--- config.mk ---
export PLATFORM = sky130hd
export DESIGN_NAME = pixelPriority
export DESIGN_NICKNAME = d
export VERILOG_FILES = /design/src/busPkg.sv /design/src/videoPkg.sv /design/src/pixelPriority.sv
export VERILOG_INCLUDE_DIRS = /design/src
export SDC_FILE = /design/constraint.sdc
export NUM_CORES = 1
export LEC_CHECK = 0
export ABC_CLOCK_PERIOD_IN_PS = 1450
export BUFFER_PORTS_ARGS = -buffer_cell sky130_fd_sc_hd__buf_4
export CORE_MARGIN = 2
export CORE_UTILIZATION = 35
export DETAILED_ROUTE_END_ITERATION = 10
export GPL_ROUTABILITY_DRIVEN = 0
export MAX_ROUTING_LAYER = met4
export PLACE_DENSITY = 0.65
export SLEW_MARGIN = 0
export SYNTH_ARGS = -nofsm -noshare
export SYNTH_HDL_FRONTEND = slang
export SYNTH_SLANG_ARGS = --single-unit
--- constraint.sdc ---
create_clock -name CK1 -period 1.45 [get_ports CK1]
set_input_delay 0.0725 -clock CK1 [delete_from_list [all_inputs] [get_ports CK1]]
set_output_delay 0.0725 -clock CK1 [all_outputs]
set_load 0.03 [all_outputs]
--- src/lineMixer_cfg.svh ---
// Line mixer configuration
`ifndef LINEMIXER_CFG_SVH
`define LINEMIXER_CFG_SVH

// Line buffer geometry
// 256 pixels per line
`define LB_ADDR_W 8
`define LB_DEPTH (1 << `LB_ADDR_W)

// Watchdog timing in frames
// Frames without a kick before firing
`define WDOG_FRAMES 8
// Frames the reset stays asserted
`define WDOG_HOLD 2

// Decoded upper CPU address codes
// Palette RAM takes over the PA bus
`define REGION_PALETTE 2'b10
// Writes here kick the watchdog
`define REGION_WATCHDOG 2'b11

`endif

--- src/busPkg.sv ---
// CPU and palette bus types
`default_nettype none

package busPkg;

	// Palette RAM address as seen on PA
	typedef logic [11:0] palAddr_t;

	// Decoded upper CPU address bits
	typedef logic [1:0] cpuRegion_t;

	// Black during blanking
	localparam palAddr_t PA_BLANK = '0;

	// Fix entries live in the lowest palette bank
	localparam logic [3:0] FIX_BANK = 4'b0000;

endpackage

`default_nettype wire

--- src/videoPkg.sv ---
// Video pixel types
`default_nettype none

`include "lineMixer_cfg.svh"

package videoPkg;

	// Pixel colour index, 0 is transparent
	typedef logic [3:0] color_t;

	// Fix layer palette number
	typedef logic [3:0] fixPal_t;

	// Sprite palette number
	typedef logic [7:0] sprPal_t;

	// Line buffer entry
	// Palette on top, colour below
	typedef struct packed {
		sprPal_t pal;
		color_t  color;
	} lbEntry_t;

	// Empty slot, nothing drawn here
	localparam lbEntry_t LB_EMPTY = '0;

	// Pixel position within a line
	typedef logic [`LB_ADDR_W-1:0] lbAddr_t;

endpackage

`default_nettype wire

--- src/pixelPriority.sv ---
// Pixel priority and PA mux
`timescale 1ns/1ps
`default_nettype none

`include "lineMixer_cfg.svh"

module pixelPriority import videoPkg::*, busPkg::*;
(
	input wire CK1,
	input wire rstN,
	input wire lineStart,
	input wire pixelStrobe,
	input wire blank,
	input wire bufSel,
	output logic rdEn0,
	output logic rdEn1,
	output lbAddr_t rdAddr,
	input wire lbEntry_t rdData0,
	input wire lbEntry_t rdData1,
	input wire color_t fixColor,
	input wire fixPal_t fixPalOut,
	input wire asStart,
	input wire asEnd,
	input wire cpuRegion_t cpuRegion,
	input wire palAddr_t cpuAddrLow,
	output palAddr_t pa
);

	lbAddr_t rdCnt;
	logic dispSelQ;
	logic blankQ;
	logic validQ;
	logic cpuAccess;
	lbEntry_t sprEntry;
	palAddr_t paMix;
	palAddr_t paVideo;

	// Line start restarts at pixel 0 even with a strobe
	assign rdAddr = lineStart ? '0 : rdCnt;

	// Display buffer is the one not being rendered
	assign rdEn0 = pixelStrobe && bufSel;
	assign rdEn1 = pixelStrobe && !bufSel;

	always_ff @(posedge CK1 or negedge rstN)
	begin
		if (!rstN)
			rdCnt <= '0;
		else if (pixelStrobe)
			rdCnt <= rdAddr + 1'b1;
		else if (lineStart)
			rdCnt <= '0;
	end

	// Track the read one cycle, until data is back
	always_ff @(posedge CK1 or negedge rstN)
	begin
		if (!rstN)
		begin
			dispSelQ <= 1'b0;
			blankQ <= 1'b0;
			validQ <= 1'b0;
		end
		else
		begin
			dispSelQ <= !bufSel;
			blankQ <= blank;
			validQ <= pixelStrobe;
		end
	end

	// Sprite data from whichever buffer was read
	assign sprEntry = dispSelQ ? rdData1 : rdData0;

	// Blank first, then opaque fix, sprites last
	always_comb
	begin
		if (blankQ)
			paMix = PA_BLANK;
		else if (fixColor != '0)
			paMix = {FIX_BANK, fixPalOut, fixColor};
		else
			paMix = {sprEntry.pal, sprEntry.color};
	end

	// Holds the last pixel between strobes
	always_ff @(posedge CK1 or negedge rstN)
	begin
		if (!rstN)
			paVideo <= PA_BLANK;
		else if (validQ)
			paVideo <= paMix;
	end

	// Address strobe decides who owns the bus
	always_ff @(posedge CK1 or negedge rstN)
	begin
		if (!rstN)
			cpuAccess <= 1'b0;
		else if (asStart)
			cpuAccess <= (cpuRegion == `REGION_PALETTE);
		else if (asEnd)
			cpuAccess <= 1'b0;
	end

	// CPU wins over video
	assign pa = cpuAccess ? cpuAddrLow : paVideo;

endmodule

`default_nettype wire

# Word level (Yosys, flattened, before mapping)
# Cells that the tools add are included.
# word_totals
regBits	24
wordCells	21
# op_classes
add_sub_neg	1
eq_ne	1
n_mux	8
reduce_logical	5
# ops
op	n
2-to-1 mux 12 bit	4
2-to-1 mux 8 bit	2
adder 8 x 1 -> 8 bit, second input constant	1
nonzero test 4 bit	1
== test 2 bit, second input constant	1
logical AND 1 bit	2
2-to-1 mux 1 bit	2
nonzero test 2 bit	1
logical NOT 1 bit	1

# Depth between registers and ports, before layout
# Gate-level depths: netlist of run 1.
# logic_depth
word_depth	3
ltp_mapped	6
ltp_nobuf	5

# Least setup slack after synthesis of run 1
# Ideal clock, no wire load.
# synth_path
path_kind	register to register
startpoint	reg rdCnt[0]
endpoint	reg rdCnt[6]
t_arrival_ns	1.609
required_ns	1.302
slack_ns	-0.307
stages_incl_launch_ff	6
path_buffers	0
synth_period_minus_slack_ns	1.757
cell_sequence	dfrtp_1 > nor2b_1 > ha_1 > and4b_1 > nand4_1 > xnor2_1
# synth_between
elab_chain_len	3
# synth_rtl
item	line	rtl
from (decl)	pixelPriority.sv:29	lbAddr_t rdCnt;
from (signal assigned)	pixelPriority.sv:50	rdCnt <= rdAddr + 1'b1;
2-to-1 mux 8 bit	--	
via rdAddr[0]	pixelPriority.sv:17	output lbAddr_t rdAddr,
adder 8 x 1 -> 8 bit	pixelPriority.sv:50	
2-to-1 mux 8 bit	pixelPriority.sv:49	else if (pixelStrobe)
# The timed path passes the listed nets, and every way through them passes these cells.
# A chain may end at the register's enable or synchronous reset.

# Worst setup path after layout of run 1
# layout_path
startpoint	reg cpuAccess
endpoint	out pa[8]
# layout_between
elab_chain_len	1
# layout_rtl
item	line	rtl
from (decl)	pixelPriority.sv:33	logic cpuAccess;
from (signal assigned)	pixelPriority.sv:101	cpuAccess <= (cpuRegion == `REGION_PALETTE);
2-to-1 mux 12 bit	pixelPriority.sv:107	assign pa = cpuAccess ? cpuAddrLow : paVideo;
to (decl)	pixelPriority.sv:26	output palAddr_t pa
# Every way passes these cells.

==> qor.yml, run 1 <==
clock_latency_ns: 0.27
tritoncts: "done"
cts-root-buf: "clkbuf_8"
synth_top_area_cell: "dfrtp_1"
synth.top_cell.area_share_pct: 44.8
grt_pass1_wl_mm: 5.32
ys.flop_type: "dfrtp_1"
finalCriticalPeriod_ns: 1.34
fin_cells: 265
cts_buffers: 3
worst-path-max-fanout: 20
start_util_pct: 36.6
die_h_um: 65.9
numPortBuffers: 75
reg2reg_from: "rdCnt[0]"
core_area_mm2: 0.00366
critPathRequiredTime_ns: 1.38
setup_viol: 0
worst-r2r-cell-count: 5
ir_drop_uv: 682
clk_pin_slew_ns: 0.09
grt_pass1_vias: 1251
finalSetupTns_ns: 0
hp-start: "cpuRegion[1]"
synth-edff-count: 0
synth.most_common_cell: "dfrtp_1"
final_hold_viol_count: 0
grt_start_max_net_pins: 25
holdWs_ns: 0.0424
grt_use_total_pct: 16.4
ant_nets: 0
wl_per_cell_um: 12.8
fmax_mhz: 746
first_iter_violations: 18
rsz0062_at_grt: "false"
rows: 22
nFillCells: 341
clock_skew_ns: 0.00310
htreeDepth: 1
worstHoldEndpoint: "cpuAccess"
antenna_found_initial: 0
avgSynthCellArea_um2: 9.93
ys_ff_latch: 24
drive_above_1_share_pct: 42.4
syn-instance-count: 135
numClockSinks: 24
ioPinCount: 76
synth_area_leaders: "dfrtp_1, mux2i_1, o21ai_0"
dieArea_mm2: 0.00434
maxCapViolCount: 0
min-delay-path-class: "input pin to flip-flop"
netlist_area_mm2: 0.00134
utilization_pct: 57.1
die_w_um: 65.9
critPathCaptureType: "primary output"
hold_path_depth: 3
syn-num-nets: 190
r2r_slack_ns: 0.15
power_leakage_uw: 0.00104
final_max_slew_viol_count: 0
yosysSeqAreaShare_pct: 44.8
status: "complete, no violations"
grt.overflow.total: 0
crit_type: "flip-flop to primary output"
r2r_end: "rdCnt[6]"
numPlacedInstances: 256
powerDensity_mw_per_mm2: 776
route.detailed.drc: 0
tightest_slew_ns: 0.323
drt_wl_total_mm: 3.39
startpoint_type: "flip-flop"
diodes: 0
post-route-period-util_pct: 92.4
worstPathArrival_ns: 1.27
max-slew-margin-rel_pct: 78.5
synth.top_cells.by_count: "dfrtp_1, nand2_1, inv_1, o21ai_0, mux2i_1"
first_pass_iters: 4
area_delta_synth_final_pct: 56.1
ctsLongestPathBuffers: 2
dp_hpwl_mm: 2.59
num-nets-final: 273
post_synth_num_cell_types: 25
vias: 1274
avgViaCountPerCell: 4.81
yosysWarnings: 0
ys_async_sr_fraction_pct: 100
## layout by cell type, fill, tap and decap left out, drive strengths merged
cell type | synthesis | final
and2 | 1 | 1
and4b | 1 | 1
buf | 3 | 79
clkbuf | 3 | 4
dfrtp | 24 | 24
dlygate4sd3 | 0 | 5
ha | 1 | 1
inv | 14 | 14
mux2 | 5 | 5
mux2i | 12 | 12
nand2 | 15 | 15
nand2b | 2 | 2
nand3b | 6 | 6
nand4 | 1 | 1
nand4b | 2 | 2
nor2b | 10 | 10
nor3 | 1 | 1
nor4 | 2 | 2
o21ai | 13 | 13
o221ai | 4 | 4
o22ai | 8 | 8
xnor2 | 3 | 3
xor2 | 4 | 4
## cell type report
cell class / count / area, um^2 / share of cell area, %
tap: 48 / 60.1 / 2.87
inverter: 14 / 52.6 / 2.51
timing repair buffer: 84 / 647 / 30.9
multi-input combinational: 91 / 677 / 32.4
clock buffer: 4 / 55.1 / 2.63
sequential: 24 / 601 / 28.7
## routing by layer
layer  up-vias  global-route usage, %  share of wire [%]
met2        63                   28.7                 48
met5         -                      -                  0
met1       578                   17.9                 42
met4         0                   5.73                1.0
li1        627                      -                  -
met3         6                   4.43                8.6
## logic make-up after synthesis
| family | Yosys count | synth area share, % |
|---|---|---|
| AND/OR/NAND/NOR | 41 | 19.5 |
| buffers and inverters | 20 | 5.79 |
| AO/OA/AOI/OAI | 25 | 11.2 |
| XOR/XNOR | 7 | 4.58 |
| multiplexers | 17 | 13.2 |
| flip-flops | 24 | 44.8 |
| adder cells (fa/ha/maj) | 1 | 0.934 |
## worst max path at each step
stage / from / endpoint / slack, ns / cells after the start
after floorplan: rdCnt[0] / rdCnt[6] / 0.05 / 5
after global placement: rdCnt[0] / rdCnt[6] / 0.21 / 5
after detailed placement: rdCnt[0] / rdCnt[6] / 0.15 / 5
after CTS: cpuAccess / pa[7] / 0.07 / 3
after global routing: cpuAccess / pa[10] / 0.03 / 3
final: cpuAccess / pa[8] / 0.11 / 3
## sequential cells by signal, summed over array words and instances, names as in the netlist
register / flops
blankQ: 1
cpuAccess: 1
dispSelQ: 1
paVideo: 12
rdCnt: 8
validQ: 1
## stage by stage
| stage | setup WS [ns] | power [uW] | area, um^2 |
|---|---|---|---|
| 3_5_place_dp | 0.148 | 1170 | 1980 |
| 4_1_cts | 0.0688 | 1650 | 2090 |
| 3_3_place_gp | 0.215 | 1160 | 1980 |
| 5_1_grt | 0.0333 | 1700 | 2090 |
| 6_report | 0.110 | 1620 | 2090 |
| 2_1_floorplan | 0.0518 | 945 | 1360 |
## what timing repair did
action / CTS / global route
hold buffers: 5 / 0
setup buffers: 0 / 0
endpoints found under the hold margin: 28 / 0
resized for setup: 0 / 3
endpoints found under the setup margin: 0 / 2
## worst max-delay path, stage by stage, from the launching register on
cell	delay [ns]
dfrtp_1	0.44
buf_6	0.18
o21ai_0	0.18
buf_4	0.19
## power by group
group | switching [uW] | leakage (uW) | internal [uW]
clock | 218 | 0.0000288 | 243
sequential | 21.6 | 0.000316 | 704
combinational | 212 | 0.000696 | 225
total | 452 | 0.00104 | 1170
No activity file was read; power rests on OpenSTA's default activity.
==> inputs of run 2 (changes only) <==
--- a/config.mk
+++ b/config.mk
@@ -11,7 +11,6 @@
 export CORE_MARGIN = 2
 export CORE_UTILIZATION = 35
 export DETAILED_ROUTE_END_ITERATION = 10
-export GPL_ROUTABILITY_DRIVEN = 0
 export MAX_ROUTING_LAYER = met4
 export PLACE_DENSITY = 0.65
 export SLEW_MARGIN = 0
==> constraint.sdc (replaced) <==
create_clock -name CK1 -period 1.45 [get_ports CK1]
set_input_delay 0.29 -clock CK1 [delete_from_list [all_inputs] [get_ports CK1]]
set_output_delay 0.29 -clock CK1 [all_outputs]
set_load 0.03 [all_outputs]
==> run 2 against run 1 <==
Sequential share of layout area down 0.73 points. Clock power is 6.3% lower. Via count down 1.3%. Critical path depth unchanged. Non-clock buffer count shrank 1. Final cell count shrank 0.38%. Routed wire length rose by 3.3%. Worst hold slack gained 0.094 ns. Largest power group unchanged. Die area unchanged.
==> qor.yml, run 2 (synthesis results as in run 1) <==
status: "complete, no violations"  # unchanged
first_iter_violations: 14  # was 18
grt_pass1_vias: 1282  # was 1251
placed_area_mm2: 0.00199  # was 0.00198 mm^2
numPortBuffers: 75  # unchanged
worst-path-max-fanout: 8  # was 20
grt_pass1_wl_mm: 5.46  # was 5.32 mm
critPathRequiredTime_ns: 1.16  # was 1.38 ns
cts-root-buf: "clkbuf_8"  # unchanged
rsz0062_at_grt: "true"  # was false
die_w_um: 65.9  # unchanged
min-delay-path-class: "input pin to flip-flop"  # unchanged
power_leakage_uw: 0.00106  # was 0.00104 uW
grt_start_max_net_pins: 25  # unchanged
htreeDepth: 1  # unchanged
tightest_slew_ns: 0.307  # was 0.323 ns
numPlacedInstances: 256  # unchanged
grt_use_total_pct: 16.3  # was 16.4%
fmax_mhz: 699  # was 746 MHz
clock_latency_ns: 0.26  # was 0.27 ns
setup_viol: 0  # unchanged
post-route-period-util_pct: 98.7  # was 92.4%
die_h_um: 65.9  # unchanged
r2r_end: "rdCnt[6]"  # unchanged
finalCriticalPeriod_ns: 1.43  # was 1.34 ns
wl_per_cell_um: 13.3  # was 12.8 um
dp_hpwl_mm: 2.69  # was 2.59 mm
endpoint: "pa[3]"  # was pa[8]
clk_pin_slew_ns: 0.08  # was 0.09 ns
route.detailed.drc: 0  # unchanged
drive_above_1_share_pct: 50.5  # was 42.4%
dp_slack_ns: 0.0181  # was 0.148 ns
fin_cells: 264  # was 265
startpoint_type: "flip-flop"  # unchanged
top_regs: "paVideo (12), rdCnt (8)"  # unchanged
rows: 22  # unchanged
ant_nets: 0  # unchanged
worstPathArrival_ns: 1.14  # was 1.27 ns
numClockSinks: 24  # unchanged
area_delta_synth_final_pct: 60.5  # was 56.1%
maxCapViolCount: 0  # unchanged
fin_area_mm2: 0.00215  # was 0.00209 mm^2
reg2reg_from: "rdCnt[0]"  # unchanged
gp_congestion: 0.850
dieArea_mm2: 0.00434  # unchanged
diodes: 0  # unchanged
finalPower_uw: 1630  # was 1620 uW
grt.overflow.total: 0  # unchanged
cp-startpoint: "cpuAccess"  # unchanged
tritoncts: "done"  # unchanged
drt_wl_total_mm: 3.50  # was 3.39 mm
critPathCaptureType: "primary output"  # unchanged
ioPinCount: 76  # unchanged
utilization_pct: 58.7  # was 57.1%
final_hold_viol_count: 0  # unchanged
largest_reg_flops: 12  # unchanged
avgViaCountPerCell: 4.77  # was 4.81
ctsLongestPathBuffers: 2  # unchanged
antenna_found_initial: 0  # unchanged
core_area_mm2: 0.00366  # unchanged
ir_drop_uv: 328  # was 682 uV
setup_slack_ns: 0.0190  # was 0.110 ns
r2r_slack_ns: 0.13  # was 0.15 ns
max-slew-margin-rel_pct: 79.5  # was 78.5%
crit_type: "flip-flop to primary output"  # unchanged
regMostFlops: "paVideo"  # unchanged
vias: 1258  # was 1274
final_cell_mix: "buf_4, dfrtp_1, nand2_1"  # unchanged
final_max_slew_viol_count: 0  # unchanged
layout_commonest_cell: "buf_4"  # unchanged
cts_buffers: 3  # unchanged
powerDensity_mw_per_mm2: 759  # was 776 mW/mm^2
nFillCells: 318  # was 341
start_util_pct: 36.6  # unchanged
num-nets-final: 272  # was 273
clock_skew_ns: 0.00246  # was 0.00310 ns
first_pass_iters: 4  # unchanged
worst-r2r-cell-count: 5  # unchanged
[run 2: changes by cell type in the layout (fill, tap and decap cells not counted), moves of 2 or more]
cell / change
o21ai_0: -10
o21ai_2: +10
buf_6: +8
buf_4: -5
dlygate4sd3_1: -4
nor2b_1: -2
nor2b_2: +2
[run 2: worst min path at each step]
stage	to	start	depth (start not counted)	slack [ns]
2_1_floorplan	blankQ	rstN	0	-0.006
3_3_place_gp	paVideo[10]	rstN	1	0.20
3_5_place_dp	paVideo[10]	rstN	1	0.21
4_1_cts	blankQ	blank	1	0.13
5_1_grt	blankQ	blank	1	0.12
6_report	blankQ	blank	1	0.14
[run 2: per-stage QoR]
step,setup TNS (ns),hold slack [ns]
after detailed placement,0,0.206
after global routing,-0.240,0.122
after global placement,0,0.205
after CTS,-0.0847,0.127
after floorplan,-1.03,-0.00559
final,0,0.136
[run 2: cell type report]
cell class / count / area (um^2) / share of cell area [%]
inverters: 14 / 52.6 / 2.44
clock buffers: 4 / 55.1 / 2.56
multi-input cells: 91 / 722 / 33.6
flip-flops and latches: 24 / 602 / 28.0
repair buffers: 83 / 659 / 30.7
well taps: 48 / 60.1 / 2.79
[run 2: power by group]
group          internal (uW)  total [uW]  switching (uW)  leakage, uW
clock                    242         432             191    0.0000288
sequential               704         725            20.9     0.000315
combinational            245         474             229     0.000717
total                   1190        1630             441      0.00106
[run 2: worst max-delay path, cell delays in order, from the launching register on]
cell	delay, ns
dfrtp_2	0.43
buf_6	0.15
o21ai_1	0.13
buf_4	0.17
[run 2: timing repair]
action / 4_1_cts / 5_1_grt
endpoints found under the hold margin: 24 / 0
hold buffers: 1 / 0
resized for setup: 7 / 26
setup buffers: 3 / 0
setup endpoints to repair: 12 / 14
[run 2: layer usage]
metal | track usage, % | part of all wire, % | vias to the layer above
met5 | - | 0 | -
met1 | 19.6 | 41 | 570
li1 | - | - | 629
met2 | 28.4 | 50 | 57
met4 | 3.39 | 0.60 | 0
met3 | 3.24 | 8.9 | 2
==> inputs of run 3 (changes only) <==
--- a/config.mk
+++ b/config.mk
@@ -6,13 +6,13 @@
 export SDC_FILE = /design/constraint.sdc
 export NUM_CORES = 1
 export LEC_CHECK = 0
-export ABC_CLOCK_PERIOD_IN_PS = 1450
+export ABC_CLOCK_PERIOD_IN_PS = 1690
 export BUFFER_PORTS_ARGS = -buffer_cell sky130_fd_sc_hd__buf_4
 export CORE_MARGIN = 2
 export CORE_UTILIZATION = 35
 export DETAILED_ROUTE_END_ITERATION = 10
 export MAX_ROUTING_LAYER = met4
-export PLACE_DENSITY = 0.65
+export PLACE_DENSITY_LB_ADDON = 0.15
 export SLEW_MARGIN = 0
 export SYNTH_ARGS = -nofsm -noshare
 export SYNTH_HDL_FRONTEND = slang
==> constraint.sdc (replaced) <==
create_clock -name CK1 -period 1.69 [get_ports CK1]
set_input_delay 0.338 -clock CK1 [delete_from_list [all_inputs] [get_ports CK1]]
set_output_delay 0.338 -clock CK1 [all_outputs]
set_load 0.03 [all_outputs]
==> run 3 against run 2 <==
Setup slack gained 0.087 ns. Final cell count shrank 1.5%. Final area shrank 4.9%. Total power shrank 16%. Via count shrank 1.0%. Clock-buffer cell count is the same. Global-route usage grew 0.71 points. Clock skew is essentially flat. Routed wire length shrank 3.3%. First-iteration DRC count grew 93%. Sequential power shrank 13%. Die area is the same.
==> qor.yml, run 3 (synthesis results as in run 1) <==
finalPower_uw: 1370  # was 1630 uW
die_h_um: 65.9  # unchanged
dp_hpwl_mm: 2.73  # was 2.69 mm
fin_cells: 260  # was 264
gp_congestion: 0.747  # was 0.850
wl_met1_mm: 1.41  # was 1.43 mm
core_area_mm2: 0.00366  # unchanged
avgViaCountPerCell: 4.79  # was 4.77
layout_commonest_cell: "buf_4"  # unchanged
fmax_mhz: 631
min-delay-path-class: "input pin to flip-flop"  # unchanged
clock_skew_ns: 0.00213  # was 0.00246 ns
rows: 22  # unchanged
critPathCaptureType: "primary output"  # unchanged
startpoint_type: "flip-flop"  # unchanged
power_leakage_uw: 0.00102  # was 0.00106 uW
final_hold_viol_count: 0  # unchanged
final_cell_mix: "buf_4, dfrtp_1, nand2_1"  # unchanged
grt_use_total_pct: 17.0  # was 16.3%
worstPathArrival_ns: 1.25  # was 1.14 ns
drt_wl_total_mm: 3.39  # was 3.50 mm
regMostFlops: "paVideo"  # unchanged
drive_above_1_share_pct: 43.4  # was 50.5%
wl_met3_um: 254  # was 311 um
top_regs: "paVideo (12), rdCnt (8)"  # unchanged
htreeDepth: 1  # unchanged
diodes: 0  # unchanged
grt.overflow.total: 0  # unchanged
wl_per_cell_um: 13.0  # was 13.3 um
numClockSinks: 24  # unchanged
first_iter_violations: 27  # was 14
die_w_um: 65.9  # unchanged
first_pass_iters: 4  # unchanged
critPathRequiredTime_ns: 1.35  # was 1.16 ns
crit_type: "flip-flop to primary output"  # unchanged
clock_latency_ns: 0.26  # about the same
ctsLongestPathBuffers: 2  # unchanged
powerDensity_mw_per_mm2: 670  # was 759 mW/mm^2
nFillCells: 342  # was 318
worst-path-max-fanout: 20  # was 8
tritoncts: "done"  # unchanged
wl_met2_mm: 1.69  # was 1.74 mm
maxCapViolCount: 0  # unchanged
clk_pin_slew_ns: 0.08  # about the same
post-route-period-util_pct: 93.7
tightest_slew_ns: 0.608  # was 0.307 ns
dieArea_mm2: 0.00434  # unchanged
setup_viol: 0  # unchanged
ioPinCount: 76  # unchanged
utilization_pct: 55.9  # was 58.7%
rsz0062_at_grt: "false"  # was true
numPortBuffers: 75  # unchanged
vias: 1245  # was 1258
numPlacedInstances: 255  # was 256
post_cts_buffers: 0  # was 3
start_util_pct: 36.6  # unchanged
finalSetupTns_ns: 0  # unchanged
dr.max_layer_used: "met4"  # unchanged
finalCriticalPeriod_ns: 1.58
grt_start_max_net_pins: 25  # unchanged
final_max_slew_viol_count: 0  # unchanged
route.detailed.drc: 0  # unchanged
cts_buffers: 3  # unchanged
largest_reg_flops: 12  # unchanged
max-slew-margin-rel_pct: 59.5  # was 79.5%
status: "complete, no violations"  # unchanged
area_delta_synth_final_pct: 52.7  # was 60.5%
grt_pass1_wl_mm: 5.65  # was 5.46 mm
grt_pass1_vias: 1289  # was 1282
antenna_found_initial: 0  # unchanged
ir_drop_uv: 425  # was 328 uV
cts-root-buf: "clkbuf_8"  # unchanged
num-nets-final: 268  # was 272
ant_nets: 0  # unchanged
==> run 3: cell types whose count changed in the layout (fill, tap and decap cells not counted), sizes merged <==
cell  previous run  this run
buf             82        78
==> run 3: layout make-up <==
class / count / area (um^2) / area share, %
Inverter: 14 / 52.6 / 2.57
Sequential cell: 24 / 602 / 29.4
Timing Repair Buffer: 79 / 599 / 29.3
Multi-Input combinational cell: 91 / 677 / 33.1
Tap cell: 48 / 60.1 / 2.94
Clock buffer: 4 / 55.1 / 2.69
==> run 3: metrics by stage <==
| stage | setup slack, ns | hold WS [ns] | area (um^2) |
|---|---|---|---|
| after CTS | 0.0477 | 0.176 | 2040 |
| final | 0.106 | 0.182 | 2050 |
| after global routing | 0.00669 | 0.170 | 2050 |
| after global placement | 0.289 | 0.250 | 1980 |
| after detailed placement | 0.247 | 0.257 | 1980 |
| after floorplan | 0.0455 | 0.0424 | 1360 |
==> run 3: path summary, 6_finish.rpt <==
path / to / depth (start not counted) / startpoint / slack (ns)
worst max-delay path: pa[4] / 3 / cpuAccess / 0.11
worst min-delay path: blankQ / 1 / blank / 0.18
worst max register to register: paVideo[7] / 3 / dispSelQ / 0.38
worst min register to register: paVideo[11] / 2 / paVideo[11] / 0.55
max in group asynchronous: cpuAccess / 2 / rstN / 0.93
min in group asynchronous: paVideo[7] / 2 / rstN / 0.51
==> run 3: critical path, stage by stage (launching register included) <==
cell and delay, ns:
dfrtp_2 0.45, buf_6 0.17, o21ai_0 0.18, buf_4 0.19
==> run 3: repair_timing <==
item	4_1_cts	5_1_grt
gates resized for setup	0	3
hold endpoints to repair	24	0
hold buffers	1	0
endpoints found under the setup margin	0	10
==> run 3: power breakdown <==
part	switching (uW)	leakage, uW	total [uW]	internal, uW
clock	174	0.0000288	382	208
sequential	23.3	0.000315	628	604
combinational	175	0.000674	361	186
total	373	0.00102	1370	998
==> run 3: metal layers <==
layer	vias to the layer above	global-route usage, %
met2	45	30.3
met4	0	3.91
li1	622	-
met3	4	2.21
met1	574	20.5
met5	-	-
